===== src/logic/dm_cfg.svh =====
// debug module configuration: hart count, buffer sizes and field widths
`ifndef DM_CFG_SVH
`define DM_CFG_SVH

// harts behind this debug module
`define DM_NR_HARTS 4

// abstract data words and program buffer words
`define DM_DATA_COUNT 2
`define DM_PROGBUF_SIZE 8

// register word and DMI address widths
`define DM_WORD_W 32
`define DM_ADDR_W 7

// hartsel is hartselhi and hartsello together
`define DM_HARTSEL_W 20

// response queue entries toward the debugger
`define DM_RESP_DEPTH 2

`endif


===== src/logic/dm_pkg.sv =====
// debug module types: register words, DMI addresses, hart vectors and encodings
`include "dm_cfg.svh"

package dm_pkg;

  typedef logic [`DM_WORD_W-1:0]    dm_word_t;
  typedef logic [`DM_ADDR_W-1:0]    dm_addr_t;
  typedef logic [`DM_NR_HARTS-1:0]  hart_vec_t;
  typedef logic [`DM_HARTSEL_W-1:0] hartsel_t;

  // DTM request operation
  typedef enum logic [1:0] {
    dtm_nop   = 2'd0,
    dtm_read  = 2'd1,
    dtm_write = 2'd2
  } dtm_op_e;

  // abstract command error, abstractcs.cmderr
  typedef enum logic [2:0] {
    cmderr_none          = 3'd0,
    cmderr_busy          = 3'd1,
    cmderr_not_supported = 3'd2,
    cmderr_exception     = 3'd3,
    cmderr_halt_resume   = 3'd4,
    cmderr_bus           = 3'd5,
    cmderr_other         = 3'd7
  } cmderr_e;

  // ----------------------------------------------------------------------
  // register map as seen over DMI
  // ----------------------------------------------------------------------
  typedef enum logic [`DM_ADDR_W-1:0] {
    csr_data0        = 7'h04,
    csr_data1        = 7'h05,
    csr_dmcontrol    = 7'h10,
    csr_dmstatus     = 7'h11,
    csr_abstractcs   = 7'h16,
    csr_command      = 7'h17,
    csr_abstractauto = 7'h18,
    csr_progbuf0     = 7'h20,
    csr_progbuf1     = 7'h21,
    csr_progbuf2     = 7'h22,
    csr_progbuf3     = 7'h23,
    csr_progbuf4     = 7'h24,
    csr_progbuf5     = 7'h25,
    csr_progbuf6     = 7'h26,
    csr_progbuf7     = 7'h27,
    csr_haltsum0     = 7'h40
  } dm_csr_e;

endpackage


===== src/logic/dm_resp_fifo.sv =====
// response queue: small circular buffer of read words headed to the debugger
`timescale 1ns/1ns
`include "dm_cfg.svh"

module dm_resp_fifo (
  input  logic             clk_i,
  input  logic             rst_ni,
  input  logic             push_i,
  input  dm_pkg::dm_word_t data_i,
  input  logic             pop_i,
  output logic             full_o,
  output logic             empty_o,
  output dm_pkg::dm_word_t data_o
);

  localparam int unsigned PTR_W = (`DM_RESP_DEPTH > 1) ? $clog2(`DM_RESP_DEPTH) : 1;
  localparam int unsigned CNT_W = $clog2(`DM_RESP_DEPTH + 1);
  localparam logic [PTR_W-1:0] PTR_LAST = PTR_W'(`DM_RESP_DEPTH - 1);

  dm_pkg::dm_word_t mem_q [`DM_RESP_DEPTH];
  logic [PTR_W-1:0] wr_ptr_q;
  logic [PTR_W-1:0] rd_ptr_q;
  logic [CNT_W-1:0] count_q;
  logic             do_push;
  logic             do_pop;

  assign full_o  = (count_q == CNT_W'(`DM_RESP_DEPTH));
  assign empty_o = (count_q == '0);
  assign data_o  = mem_q[rd_ptr_q];

  // a pop frees its slot at the same edge, so push and pop may coincide
  assign do_push = push_i & ~full_o;
  assign do_pop  = pop_i & ~empty_o;

  always_ff @(posedge clk_i or negedge rst_ni) begin
    if (!rst_ni) begin
      wr_ptr_q <= '0;
      rd_ptr_q <= '0;
      count_q  <= '0;
    end else begin
      if (do_push) begin
        wr_ptr_q <= (wr_ptr_q == PTR_LAST) ? '0 : wr_ptr_q + 1'b1;
      end
      if (do_pop) begin
        rd_ptr_q <= (rd_ptr_q == PTR_LAST) ? '0 : rd_ptr_q + 1'b1;
      end
      if (do_push && !do_pop) begin
        count_q <= count_q + 1'b1;
      end else if (do_pop && !do_push) begin
        count_q <= count_q - 1'b1;
      end
    end
  end

  always_ff @(posedge clk_i) begin
    if (do_push) begin
      mem_q[wr_ptr_q] <= data_i;
    end
  end

endmodule


===== src/logic/dm_hart_ctrl.sv =====
// hart control bank: dmcontrol, havereset flags, dmstatus and haltsum0
`timescale 1ns/1ns
`include "dm_cfg.svh"

module dm_hart_ctrl (
  input  logic               clk_i,
  input  logic               rst_ni,
  input  logic               ctrl_wr_i,
  input  dm_pkg::dm_word_t   wdata_i,
  input  dm_pkg::hart_vec_t  halted_i,
  input  dm_pkg::hart_vec_t  unavailable_i,
  input  dm_pkg::hart_vec_t  resumeack_i,
  output dm_pkg::dm_word_t   dmcontrol_o,
  output dm_pkg::dm_word_t   dmstatus_o,
  output dm_pkg::dm_word_t   haltsum0_o,
  output dm_pkg::hart_vec_t  haltreq_o,
  output dm_pkg::hart_vec_t  resumereq_o,
  output logic               clear_resumeack_o,
  output logic               ndmreset_o,
  output logic               dmactive_o
);

  localparam int unsigned IDX_W = (`DM_NR_HARTS > 1) ? $clog2(`DM_NR_HARTS) : 1;

  logic              haltreq_q;
  logic              resumereq_q;
  logic              resumereq_d;
  logic              ndmreset_q;
  logic              dmactive_q;
  dm_pkg::hartsel_t  hartsel_q;
  dm_pkg::hart_vec_t havereset_q;
  dm_pkg::hart_vec_t havereset_d;

  logic [IDX_W-1:0]  sel_idx;
  logic              sel_exists;
  logic              sel_halted;
  logic              sel_unavail;
  logic              sel_resumeack;
  logic              sel_havereset;

  // ----------------------------------------------------------------------
  // selected hart
  // ----------------------------------------------------------------------
  assign sel_idx       = hartsel_q[IDX_W-1:0];
  assign sel_exists    = (hartsel_q < dm_pkg::hartsel_t'(`DM_NR_HARTS));
  assign sel_halted    = sel_exists & halted_i[sel_idx];
  assign sel_unavail   = sel_exists & unavailable_i[sel_idx];
  assign sel_resumeack = sel_exists & resumeack_i[sel_idx];
  assign sel_havereset = sel_exists & havereset_q[sel_idx];

  // dmcontrol only keeps haltreq, resumereq, hartsel, ndmreset and dmactive
  assign dmcontrol_o = {haltreq_q, resumereq_q, 4'b0000, hartsel_q[9:0],
                        hartsel_q[19:10], 4'b0000, ndmreset_q, dmactive_q};

  always_comb begin
    dmstatus_o        = '0;
    dmstatus_o[3:0]   = 4'd2;
    dmstatus_o[7]     = 1'b1;
    // halted and running never show for an unavailable hart
    dmstatus_o[9:8]   = {2{sel_halted & ~sel_unavail}};
    dmstatus_o[11:10] = {2{sel_exists & ~sel_halted & ~sel_unavail}};
    dmstatus_o[13:12] = {2{sel_unavail}};
    dmstatus_o[15:14] = {2{~sel_exists}};
    dmstatus_o[17:16] = {2{sel_resumeack}};
    dmstatus_o[19:18] = {2{sel_havereset}};
  end

  assign haltsum0_o = {{(`DM_WORD_W - `DM_NR_HARTS){1'b0}}, halted_i};

  always_comb begin
    haltreq_o   = '0;
    resumereq_o = '0;
    if (sel_exists) begin
      haltreq_o[sel_idx]   = haltreq_q;
      resumereq_o[sel_idx] = resumereq_q;
    end
  end

  // ----------------------------------------------------------------------
  // next state
  // ----------------------------------------------------------------------
  always_comb begin
    resumereq_d = resumereq_q;
    if (ctrl_wr_i) begin
      resumereq_d = wdata_i[0] & wdata_i[30];
    end
    // the hart acknowledged, drop the request
    if (resumereq_q && sel_resumeack) begin
      resumereq_d = 1'b0;
    end
  end

  assign clear_resumeack_o = ~resumereq_q & resumereq_d;

  always_comb begin
    havereset_d = havereset_q;
    if (ctrl_wr_i && wdata_i[28] && sel_exists) begin
      havereset_d[sel_idx] = 1'b0;
    end
    if (ndmreset_q) begin
      havereset_d = '1;
    end
  end

  always_ff @(posedge clk_i or negedge rst_ni) begin
    if (!rst_ni) begin
      haltreq_q   <= 1'b0;
      resumereq_q <= 1'b0;
      ndmreset_q  <= 1'b0;
      dmactive_q  <= 1'b0;
      hartsel_q   <= '0;
      havereset_q <= '1;
    end else begin
      // a write without dmactive leaves every other field clear
      if (ctrl_wr_i) begin
        dmactive_q <= wdata_i[0];
        haltreq_q  <= wdata_i[0] & wdata_i[31];
        ndmreset_q <= wdata_i[0] & wdata_i[1];
        hartsel_q  <= wdata_i[0] ? {wdata_i[15:6], wdata_i[25:16]} : '0;
      end
      resumereq_q <= resumereq_d;
      havereset_q <= havereset_d;
    end
  end

  assign ndmreset_o = ndmreset_q;
  assign dmactive_o = dmactive_q;

endmodule


===== src/logic/dm_abstract_regs.sv =====
// abstract command bank: abstractcs, command, abstractauto, data and progbuf
`timescale 1ns/1ns
`include "dm_cfg.svh"

module dm_abstract_regs (
  input  logic                                    clk_i,
  input  logic                                    rst_ni,
  input  logic                                    dmactive_i,
  input  logic                                    req_i,
  input  dm_pkg::dtm_op_e                         op_i,
  input  dm_pkg::dm_addr_t                        addr_i,
  input  dm_pkg::dm_word_t                        wdata_i,
  input  logic                                    cmdbusy_i,
  input  logic                                    cmderror_valid_i,
  input  dm_pkg::cmderr_e                         cmderror_i,
  input  logic                                    data_valid_i,
  input  dm_pkg::dm_word_t [`DM_DATA_COUNT-1:0]   data_i,
  output dm_pkg::dm_word_t                        rdata_o,
  output logic                                    cmd_valid_o,
  output dm_pkg::dm_word_t                        cmd_o,
  output dm_pkg::dm_word_t [`DM_DATA_COUNT-1:0]   data_o,
  output dm_pkg::dm_word_t [`DM_PROGBUF_SIZE-1:0] progbuf_o
);

  localparam int unsigned DIDX_W = (`DM_DATA_COUNT > 1) ? $clog2(`DM_DATA_COUNT) : 1;
  localparam int unsigned PIDX_W = (`DM_PROGBUF_SIZE > 1) ? $clog2(`DM_PROGBUF_SIZE) : 1;
  localparam dm_pkg::dm_addr_t DATA_BASE = dm_pkg::csr_data0;
  localparam dm_pkg::dm_addr_t PB_BASE   = dm_pkg::csr_progbuf0;

  dm_pkg::cmderr_e                        cmderr_q, cmderr_d;
  logic                                   cmd_valid_q, cmd_valid_d;
  logic [`DM_DATA_COUNT-1:0]              auto_data_q, auto_data_d;
  logic [`DM_PROGBUF_SIZE-1:0]            auto_pb_q, auto_pb_d;
  dm_pkg::dm_word_t                       command_q, command_d;
  dm_pkg::dm_word_t [`DM_DATA_COUNT-1:0]   data_q, data_d;
  dm_pkg::dm_word_t [`DM_PROGBUF_SIZE-1:0] progbuf_q, progbuf_d;

  logic              wr;
  logic              acc;
  logic              data_hit;
  logic              pb_hit;
  logic [DIDX_W-1:0] data_idx;
  logic [PIDX_W-1:0] pb_idx;
  logic              busy_err;

  assign wr  = req_i & (op_i == dm_pkg::dtm_write);
  assign acc = req_i & ((op_i == dm_pkg::dtm_write) | (op_i == dm_pkg::dtm_read));

  assign data_hit = (addr_i >= DATA_BASE) &&
                    (addr_i < DATA_BASE + dm_pkg::dm_addr_t'(`DM_DATA_COUNT));
  assign pb_hit   = (addr_i >= PB_BASE) &&
                    (addr_i < PB_BASE + dm_pkg::dm_addr_t'(`DM_PROGBUF_SIZE));
  assign data_idx = DIDX_W'(addr_i - DATA_BASE);
  assign pb_idx   = PIDX_W'(addr_i - PB_BASE);

  // ----------------------------------------------------------------------
  // read mux and write decode
  // ----------------------------------------------------------------------
  always_comb begin
    rdata_o     = '0;
    busy_err    = 1'b0;
    cmderr_d    = cmderr_q;
    cmd_valid_d = 1'b0;
    auto_data_d = auto_data_q;
    auto_pb_d   = auto_pb_q;
    command_d   = command_q;
    data_d      = data_q;
    progbuf_d   = progbuf_q;

    if (data_hit) begin
      rdata_o = data_q[data_idx];
      if (wr && cmdbusy_i) begin
        busy_err = 1'b1;
      end else if (wr) begin
        data_d[data_idx] = wdata_i;
      end
      // autoexec on any access while idle
      if (acc && !cmdbusy_i) begin
        cmd_valid_d = auto_data_q[data_idx];
      end
    end else if (pb_hit) begin
      rdata_o = progbuf_q[pb_idx];
      if (wr && cmdbusy_i) begin
        busy_err = 1'b1;
      end else if (wr) begin
        progbuf_d[pb_idx] = wdata_i;
      end
      if (acc && !cmdbusy_i) begin
        cmd_valid_d = auto_pb_q[pb_idx];
      end
    end else begin
      case (addr_i)
        dm_pkg::csr_abstractcs: begin
          rdata_o[28:24] = 5'(`DM_PROGBUF_SIZE);
          rdata_o[12]    = cmdbusy_i;
          rdata_o[10:8]  = cmderr_q;
          rdata_o[3:0]   = 4'(`DM_DATA_COUNT);
          if (wr && cmdbusy_i) begin
            busy_err = 1'b1;
          end else if (wr) begin
            // cmderr is write-one-to-clear
            cmderr_d = dm_pkg::cmderr_e'(cmderr_q & ~wdata_i[10:8]);
          end
        end
        dm_pkg::csr_command: begin
          if (wr && cmdbusy_i) begin
            busy_err = 1'b1;
          end else if (wr) begin
            command_d   = wdata_i;
            cmd_valid_d = 1'b1;
          end
        end
        dm_pkg::csr_abstractauto: begin
          rdata_o[`DM_DATA_COUNT-1:0]     = auto_data_q;
          rdata_o[16 +: `DM_PROGBUF_SIZE] = auto_pb_q;
          if (wr && cmdbusy_i) begin
            busy_err = 1'b1;
          end else if (wr) begin
            auto_data_d = wdata_i[`DM_DATA_COUNT-1:0];
            auto_pb_d   = wdata_i[16 +: `DM_PROGBUF_SIZE];
          end
        end
        default: ;
      endcase
    end

    if (busy_err && cmderr_q == dm_pkg::cmderr_none) begin
      cmderr_d = dm_pkg::cmderr_busy;
    end
    // the hart's own error report wins over the debugger
    if (cmderror_valid_i) begin
      cmderr_d = cmderror_i;
    end
    if (data_valid_i) begin
      data_d = data_i;
    end
  end

  // ----------------------------------------------------------------------
  // registers, all cleared while the module is inactive
  // ----------------------------------------------------------------------
  always_ff @(posedge clk_i or negedge rst_ni) begin
    if (!rst_ni) begin
      cmderr_q    <= dm_pkg::cmderr_none;
      cmd_valid_q <= 1'b0;
      auto_data_q <= '0;
      auto_pb_q   <= '0;
    end else if (!dmactive_i) begin
      cmderr_q    <= dm_pkg::cmderr_none;
      cmd_valid_q <= 1'b0;
      auto_data_q <= '0;
      auto_pb_q   <= '0;
    end else begin
      cmderr_q    <= cmderr_d;
      cmd_valid_q <= cmd_valid_d;
      auto_data_q <= auto_data_d;
      auto_pb_q   <= auto_pb_d;
    end
  end

  always_ff @(posedge clk_i) begin
    if (!dmactive_i) begin
      command_q <= '0;
      data_q    <= '0;
      progbuf_q <= '0;
    end else begin
      command_q <= command_d;
      data_q    <= data_d;
      progbuf_q <= progbuf_d;
    end
  end

  assign cmd_valid_o = cmd_valid_q;
  assign cmd_o       = command_q;
  assign data_o      = data_q;
  assign progbuf_o   = progbuf_q;

endmodule


===== src/logic/dm_csrs.sv =====
// debug module register block: DMI request decode, register banks, response queue
`timescale 1ns/1ns
`include "dm_cfg.svh"

module dm_csrs (
  input  logic                                    clk_i,
  input  logic                                    rst_ni,
  input  logic                                    dmi_req_valid_i,
  input  dm_pkg::dm_addr_t                        dmi_req_addr_i,
  input  dm_pkg::dtm_op_e                         dmi_req_op_i,
  input  dm_pkg::dm_word_t                        dmi_req_data_i,
  output logic                                    dmi_req_ready_o,
  output logic                                    dmi_resp_valid_o,
  input  logic                                    dmi_resp_ready_i,
  output dm_pkg::dm_word_t                        dmi_resp_data_o,
  input  dm_pkg::hart_vec_t                       halted_i,
  input  dm_pkg::hart_vec_t                       unavailable_i,
  input  dm_pkg::hart_vec_t                       resumeack_i,
  output dm_pkg::hartsel_t                        hartsel_o,
  output dm_pkg::hart_vec_t                       haltreq_o,
  output dm_pkg::hart_vec_t                       resumereq_o,
  output logic                                    clear_resumeack_o,
  output logic                                    ndmreset_o,
  output logic                                    dmactive_o,
  output logic                                    cmd_valid_o,
  output dm_pkg::dm_word_t                        cmd_o,
  input  logic                                    cmdbusy_i,
  input  logic                                    cmderror_valid_i,
  input  dm_pkg::cmderr_e                         cmderror_i,
  input  logic                                    data_valid_i,
  input  dm_pkg::dm_word_t [`DM_DATA_COUNT-1:0]   data_i,
  output dm_pkg::dm_word_t [`DM_DATA_COUNT-1:0]   data_o,
  output dm_pkg::dm_word_t [`DM_PROGBUF_SIZE-1:0] progbuf_o
);

  localparam dm_pkg::dm_addr_t DATA_FIRST = dm_pkg::csr_data0;
  localparam dm_pkg::dm_addr_t DATA_LAST  =
    dm_pkg::dm_addr_t'(dm_pkg::csr_data0 + `DM_DATA_COUNT - 1);
  localparam dm_pkg::dm_addr_t PB_FIRST   = dm_pkg::csr_progbuf0;
  localparam dm_pkg::dm_addr_t PB_LAST    =
    dm_pkg::dm_addr_t'(dm_pkg::csr_progbuf0 + `DM_PROGBUF_SIZE - 1);

  logic             req_accept;
  logic             req_read;
  logic             ctrl_wr;
  logic             abs_req;
  logic             fifo_full;
  logic             fifo_empty;
  dm_pkg::dm_word_t resp_word;
  dm_pkg::dm_word_t dmcontrol;
  dm_pkg::dm_word_t dmstatus;
  dm_pkg::dm_word_t haltsum0;
  dm_pkg::dm_word_t abs_rdata;

  assign dmi_req_ready_o  = ~fifo_full;
  assign dmi_resp_valid_o = ~fifo_empty;
  assign req_accept       = dmi_req_valid_i & dmi_req_ready_o;
  assign req_read         = (dmi_req_op_i == dm_pkg::dtm_read);

  // ----------------------------------------------------------------------
  // region decode, one strobe per bank
  // ----------------------------------------------------------------------
  always_comb begin
    resp_word = '0;
    ctrl_wr   = 1'b0;
    abs_req   = 1'b0;
    case (dmi_req_addr_i) inside
      dm_pkg::csr_dmcontrol: begin
        resp_word = dmcontrol;
        ctrl_wr   = req_accept & (dmi_req_op_i == dm_pkg::dtm_write);
      end
      dm_pkg::csr_dmstatus: resp_word = dmstatus;
      dm_pkg::csr_haltsum0: resp_word = haltsum0;
      [DATA_FIRST:DATA_LAST], [PB_FIRST:PB_LAST], dm_pkg::csr_abstractcs,
      dm_pkg::csr_command, dm_pkg::csr_abstractauto: begin
        resp_word = abs_rdata;
        abs_req   = req_accept;
      end
      default: ;
    endcase
    // writes and nops answer with zero
    if (!req_read) begin
      resp_word = '0;
    end
  end

  assign hartsel_o = {dmcontrol[15:6], dmcontrol[25:16]};

  dm_hart_ctrl i_hart_ctrl (
    .clk_i             (clk_i),
    .rst_ni            (rst_ni),
    .ctrl_wr_i         (ctrl_wr),
    .wdata_i           (dmi_req_data_i),
    .halted_i          (halted_i),
    .unavailable_i     (unavailable_i),
    .resumeack_i       (resumeack_i),
    .dmcontrol_o       (dmcontrol),
    .dmstatus_o        (dmstatus),
    .haltsum0_o        (haltsum0),
    .haltreq_o         (haltreq_o),
    .resumereq_o       (resumereq_o),
    .clear_resumeack_o (clear_resumeack_o),
    .ndmreset_o        (ndmreset_o),
    .dmactive_o        (dmactive_o)
  );

  dm_abstract_regs i_abstract_regs (
    .clk_i            (clk_i),
    .rst_ni           (rst_ni),
    .dmactive_i       (dmactive_o),
    .req_i            (abs_req),
    .op_i             (dmi_req_op_i),
    .addr_i           (dmi_req_addr_i),
    .wdata_i          (dmi_req_data_i),
    .cmdbusy_i        (cmdbusy_i),
    .cmderror_valid_i (cmderror_valid_i),
    .cmderror_i       (cmderror_i),
    .data_valid_i     (data_valid_i),
    .data_i           (data_i),
    .rdata_o          (abs_rdata),
    .cmd_valid_o      (cmd_valid_o),
    .cmd_o            (cmd_o),
    .data_o           (data_o),
    .progbuf_o        (progbuf_o)
  );

  // every accepted request leaves exactly one response word
  dm_resp_fifo i_resp_fifo (
    .clk_i   (clk_i),
    .rst_ni  (rst_ni),
    .push_i  (req_accept),
    .data_i  (resp_word),
    .pop_i   (dmi_resp_ready_i),
    .full_o  (fifo_full),
    .empty_o (fifo_empty),
    .data_o  (dmi_resp_data_o)
  );

endmodule


===== config.mk =====
export PLATFORM = sky130hd
export DESIGN_NAME = dm_csrs
export DESIGN_NICKNAME = d
export VERILOG_FILES = /design/src/logic/dm_pkg.sv /design/src/logic/dm_resp_fifo.sv /design/src/logic/dm_hart_ctrl.sv /design/src/logic/dm_abstract_regs.sv /design/src/logic/dm_csrs.sv
export VERILOG_INCLUDE_DIRS = /design/src /design/src/logic
export SDC_FILE = /design/constraint.sdc
export NUM_CORES = 1
export LEC_CHECK = 0
export BUFFER_PORTS_ARGS = -buffer_cell sky130_fd_sc_hd__buf_4
export CAP_MARGIN = 20
export CORE_MARGIN = 2
export CORE_UTILIZATION = 50
export DETAILED_ROUTE_END_ITERATION = 10
export PLACE_DENSITY = 0.76
export RECOVER_POWER = 50
export SLEW_MARGIN = 20
export SYNTH_ARGS = -nofsm -noshare
export SYNTH_HDL_FRONTEND = slang
export SYNTH_SLANG_ARGS = --single-unit
export TNS_END_PERCENT = 10

===== constraint.sdc =====
create_clock -name clk_i -period 3.9 [get_ports clk_i]
set_input_delay 0.39 -clock clk_i [delete_from_list [all_inputs] [get_ports clk_i]]
set_output_delay 0.39 -clock clk_i [all_outputs]
set_load 0.005 [all_outputs]

==> results_dict.tcl <==
set metrics [dict create \
    outcome "finished, violations left" \
    violations "capacitance limit, slew limit" \
    area.growth.synth_to_final_pct 25.3 \
    tritoncts_clock_tree "built" \
    holdPathEnd "i_abstract_regs.cmderr_q[1]$_DFFE_PN0P_" \
    startpoint_type "register" \
    biggest_fanout_along_the_worst_timing_path 4 \
    achievable_clock_frequency_mhz 302 \
    final_area_um2 26500 \
    wirelength_mm 82.6 \
    pin_count 545 \
    flip_flop_and_latch_count_after_synthesis 462 \
    grt_antenna_before_repair 2 \
    initial_utilization_pct 50.5 \
    worst_path_largest_cell_delay_ns 0.74 \
    drive_above_1_share_pct 26.0 \
    tightestPinTransition_ns 1.72 \
    fin_setup_tns_ns 0 \
    worstPathCellList "nor4_1 -> nand3_1 -> nor2_1 -> nand2_1 -> nor2_1 -> buf_4" \
    worst-endpoint-arrival_ns 2.93 \
    vias_in_the_first_global_route 18400 \
    fill_cells 3538 \
    rsz0062_at_grt "no" \
    fp-row-count 75 \
    cp_data_required_time_ns 3.51 \
    die_w_um 210 \
    synth-edff-count 64 \
    grt_remaining_overflow 0 \
    portion_of_total_power_attributed_to_the_clock_network_pct 41.6 \
    postSynth.asyncResetShare_pct 9.96 \
    synth_warn 0 \
    clock_insertion_delay_worst_skew_ns 0.60 \
    cts_post_setup_buffers_inserted 0 \
    combinational_family_with_the_most_area_after_synthesis "compound AO/OA/AOI/OAI gates" \
    critical_path_class "reg -> out" \
    dr.pass1.iters 7 \
    dieArea_um2 43900 \
    vdd.ir_drop.worst_mv 0.317 \
    critical_path_buf_inv_count 1 \
    timing.max_slew.rel_slack_pct -14.8 \
    detailed_place_hpwl_mm 58.4 \
    htree_levels 2 \
    crit_top_cell "sky130_fd_sc_hd__nor2_1" \
    power_frac_comb_pct 13.3 \
    cts_made_buffers 49 \
    core_area_um2 41900 \
    holdCritStartpoint "cmderror_i[1]" \
    leakagePower_uw 0.0106 \
    yosysSeqAreaShare_pct 47.9 \
    cts_resized 0 \
    synth_simple_gate_area_share_pct 16.7 \
    postPlaceCellArea_um2 25300 \
    cp_top_family "simple AND/OR/NAND/NOR gates" \
    timing.reg2reg.setup_slack_ns 0.75 \
    remaining_drc_errors 0 \
    setup-violations-final 0 \
    critical_path.reg2reg.endpoint "i_hart_ctrl.hartsel_q[13]$_DFFE_PN0P_" \
    power.switching_fraction_pct 25.8 \
    ff2ff_path_depth 5 \
    io_port_bufs 544 \
    hold_depth 2 \
    timing.final.crit_share_pct 85.0 \
    grt_first_pass_wirelength_mm 121 \
    root_buffer "sky130_fd_sc_hd__clkbuf_16" \
    power.switching_uw 2940 \
    pwr-share-seq_pct 45.1 \
    vias 19500 \
    routabilityCongestion 0.943 \
    finalCoreUtilization_pct 63.2 \
    min_path_type "in -> reg" \
    pin_count_of_the_biggest_net_entering_global_routing 137 \
    slew_violations 50 \
    timing.rr.start "i_resp_fifo.count_q[0]$_DFFE_PN0P_" \
    postCtsHoldBufs 1 \
    wl_per_cell_um 26.2 \
    synthesis.nets 2302 \
    route.detailed.vias_per_inst 6.20 \
    internal-power_uw 8460 \
    synth_adder_area_share_pct 0.178 \
    yosys_most_used_dff "sky130_fd_sc_hd__dfxtp_1" \
    mapped_cell_area_um2 21100 \
    synth.lib_cells_used.distinct 73 \
    global_route_usage_over_all_layers_pct 36.7 \
    post_synth_mux_area_share_pct 13.4 \
    finalHoldViolCount 0 \
    ant_nets_after_route 0 \
    synth_area_per_cell_um2 9.72 \
    final.min_clock_period_ns 3.32 \
    clock_sinks 462 \
    drv_cap 1 \
    power.density_cell_area_nw_per_um2 431 \
    syn-instance-count 2172 \
    worst_clock_skew_ns 0.0265 \
    die_height_um 210 \
    synth_xor_area_share_pct 0.207 \
    fin_nets 2706 \
    clock_path_buffers 3 \
    synth_compound_area_share_pct 17.0 \
    drt_first_iter_violations 2336 \
    clkSlewWorstSetupHoldPaths_ns 0.06 \
    critical_path.slowest_cell "sky130_fd_sc_hd__nor4_1" \
    critical_path.endpoint_type "output port" \
]
[per-stage QoR]
step,total power (uW),worst slack [ns],hold WS [ns],cells
2_1_floorplan,5990,1.40,0.0944,2172
3_3_place_gp,6710,0.874,0.438,3063
3_5_place_dp,6730,0.825,0.442,3063
4_1_cts,11400,0.665,0.0344,3152
5_1_grt,11700,0.500,0.0426,3154
6_report,11400,0.584,0.0559,3154
[power by group through the flow]
stage               Sequential (uW)  Clock, uW  Combinational (uW)
finish                         5140       4740                1510
global route                   5160       4950                1590
CTS                            5140       4750                1500
detailed placement             5240          0                1490
global placement               5230          0                1480
floorplan                      5210          0                 776
[kinds of logic (layout without fill, tap and decap cells)]
| logic type | count (synthesis) | after routing |
|---|---|---|
| xor+xnor | 5 | 5 |
| other cells | 0 | 2 |
| simple gates | 769 | 769 |
| mux | 189 | 189 |
| flops | 462 | 462 |
| compound gates | 516 | 516 |
| buf+inv | 228 | 669 |
| fa+ha+maj | 3 | 3 |
[sequential cells by signal (all words and copies together), names as in the netlist, 2 cells and up]
register,cells
i_abstract_regs.progbuf_o,256
i_abstract_regs.data_o,64
i_resp_fifo.mem_q,64
i_abstract_regs.cmd_o,32
i_hart_ctrl.hartsel_q,20
i_abstract_regs.auto_pb_q,8
i_hart_ctrl.havereset_q,4
i_abstract_regs.cmderr_q,3
i_abstract_regs.auto_data_q,2
i_resp_fifo.count_q,2
[how the worst max path moves through the flow]
stage | startpoint | cells past startpoint | end | slack (ns)
final | i_hart_ctrl.hartsel_q[10]$_DFFE_PN0P_ | 6 | haltreq_o[2] | 0.58
after global routing | dmi_req_addr_i[0] | 6 | i_resp_fifo.mem_q[0][10]$_DFFE_PP_ | 0.50
after CTS | i_hart_ctrl.hartsel_q[10]$_DFFE_PN0P_ | 6 | haltreq_o[2] | 0.67
after detailed placement | dmi_req_addr_i[0] | 6 | i_resp_fifo.mem_q[0][27]$_DFFE_PP_ | 0.83
after global placement | dmi_req_addr_i[0] | 6 | i_resp_fifo.mem_q[0][27]$_DFFE_PP_ | 0.87
after floorplan | i_resp_fifo.count_q[0]$_DFFE_PN0P_ | 3 | i_resp_fifo.mem_q[0][0]$_DFFE_PP_ | 1.40
[layer usage]
metal / GRT usage, % / routed length, um / up-vias
met5: 0 / 0 / -
met3: 8.87 / 9510 / 183
met1: 49.5 / 32600 / 9488
met4: 13.9 / 3260 / 0
li1: - / - / 8582
met2: 57.6 / 37200 / 1287
[layout make-up]
type | count | area (um^2) | area share, %
timing repair buffer | 575 | 3950 | 14.9
tap | 539 | 674 | 2.55
clock inverter | 20 | 183 | 0.690
inverter | 6 | 22.5 | 0.0851
multi-input combinational | 1482 | 10100 | 38.0
clock buffer | 68 | 1430 | 5.40
antenna | 2 | 5.00 | 0.0189
sequential | 462 | 10100 | 38.3
[worst reg2reg max path, stage by stage, from the launching register on]
cell and delay [ns]:
sky130_fd_sc_hd__dfrtp_1 0.42, sky130_fd_sc_hd__nand2b_1 0.31, sky130_fd_sc_hd__nand3_1 0.37, sky130_fd_sc_hd__or2_0 0.21, sky130_fd_sc_hd__clkbuf_1 1.26, sky130_fd_sc_hd__o21ai_0 0.36
[layout by cell type, fill, tap and decap left out, types with 51 or more instances in the layout]
cell type and instances:
sky130_fd_sc_hd__clkbuf_4 263, sky130_fd_sc_hd__o21ai_0 159, sky130_fd_sc_hd__clkbuf_1 124, sky130_fd_sc_hd__dfxtp_1 352, sky130_fd_sc_hd__clkbuf_16 51, sky130_fd_sc_hd__edfxtp_1 64
sky130_fd_sc_hd__nand3_1 134, sky130_fd_sc_hd__nand2_1 460, sky130_fd_sc_hd__mux4_2 70, sky130_fd_sc_hd__buf_4 188, sky130_fd_sc_hd__a21boi_0 127, sky130_fd_sc_hd__mux2i_1 75
sky130_fd_sc_hd__o211a_1 65
[Yosys cell counts (5+ instances only)]
cell type	instances	share of area, %
sky130_fd_sc_hd__nand2b_1	7	0.21
sky130_fd_sc_hd__nand2_1	460	8.2
sky130_fd_sc_hd__o22a_1	6	0.25
sky130_fd_sc_hd__nand4_1	5	0.15
sky130_fd_sc_hd__buf_2	39	0.92
sky130_fd_sc_hd__buf_1	19	0.34
sky130_fd_sc_hd__o221ai_1	7	0.29
sky130_fd_sc_hd__dfxtp_1	352	33
sky130_fd_sc_hd__a21oi_1	44	1.0
sky130_fd_sc_hd__nor2_1	34	0.60
sky130_fd_sc_hd__mux4_2	70	7.5
sky130_fd_sc_hd__edfxtp_1	64	9.1
sky130_fd_sc_hd__buf_4	14	0.50
sky130_fd_sc_hd__nand3_1	137	3.2
sky130_fd_sc_hd__a21o_1	10	0.36
sky130_fd_sc_hd__o211ai_1	32	1.1
sky130_fd_sc_hd__a211oi_1	6	0.21
sky130_fd_sc_hd__nor4_1	11	0.33
sky130_fd_sc_hd__o22ai_1	14	0.41
sky130_fd_sc_hd__a22o_1	10	0.41
sky130_fd_sc_hd__o21ai_0	159	3.8
sky130_fd_sc_hd__nor2b_1	40	1.2
sky130_fd_sc_hd__inv_1	6	0.11
sky130_fd_sc_hd__dfrtp_1	42	5.0
sky130_fd_sc_hd__nor3b_1	34	1.2
sky130_fd_sc_hd__o211a_1	65	3.1
sky130_fd_sc_hd__clkbuf_1	147	2.6
sky130_fd_sc_hd__a21boi_0	127	4.5
sky130_fd_sc_hd__mux2i_1	75	3.6
sky130_fd_sc_hd__nor3_1	5	0.12
sky130_fd_sc_hd__mux2_2	44	2.3
sky130_fd_sc_hd__and3_1	9	0.27
Power figures use the tool's default switching activity.
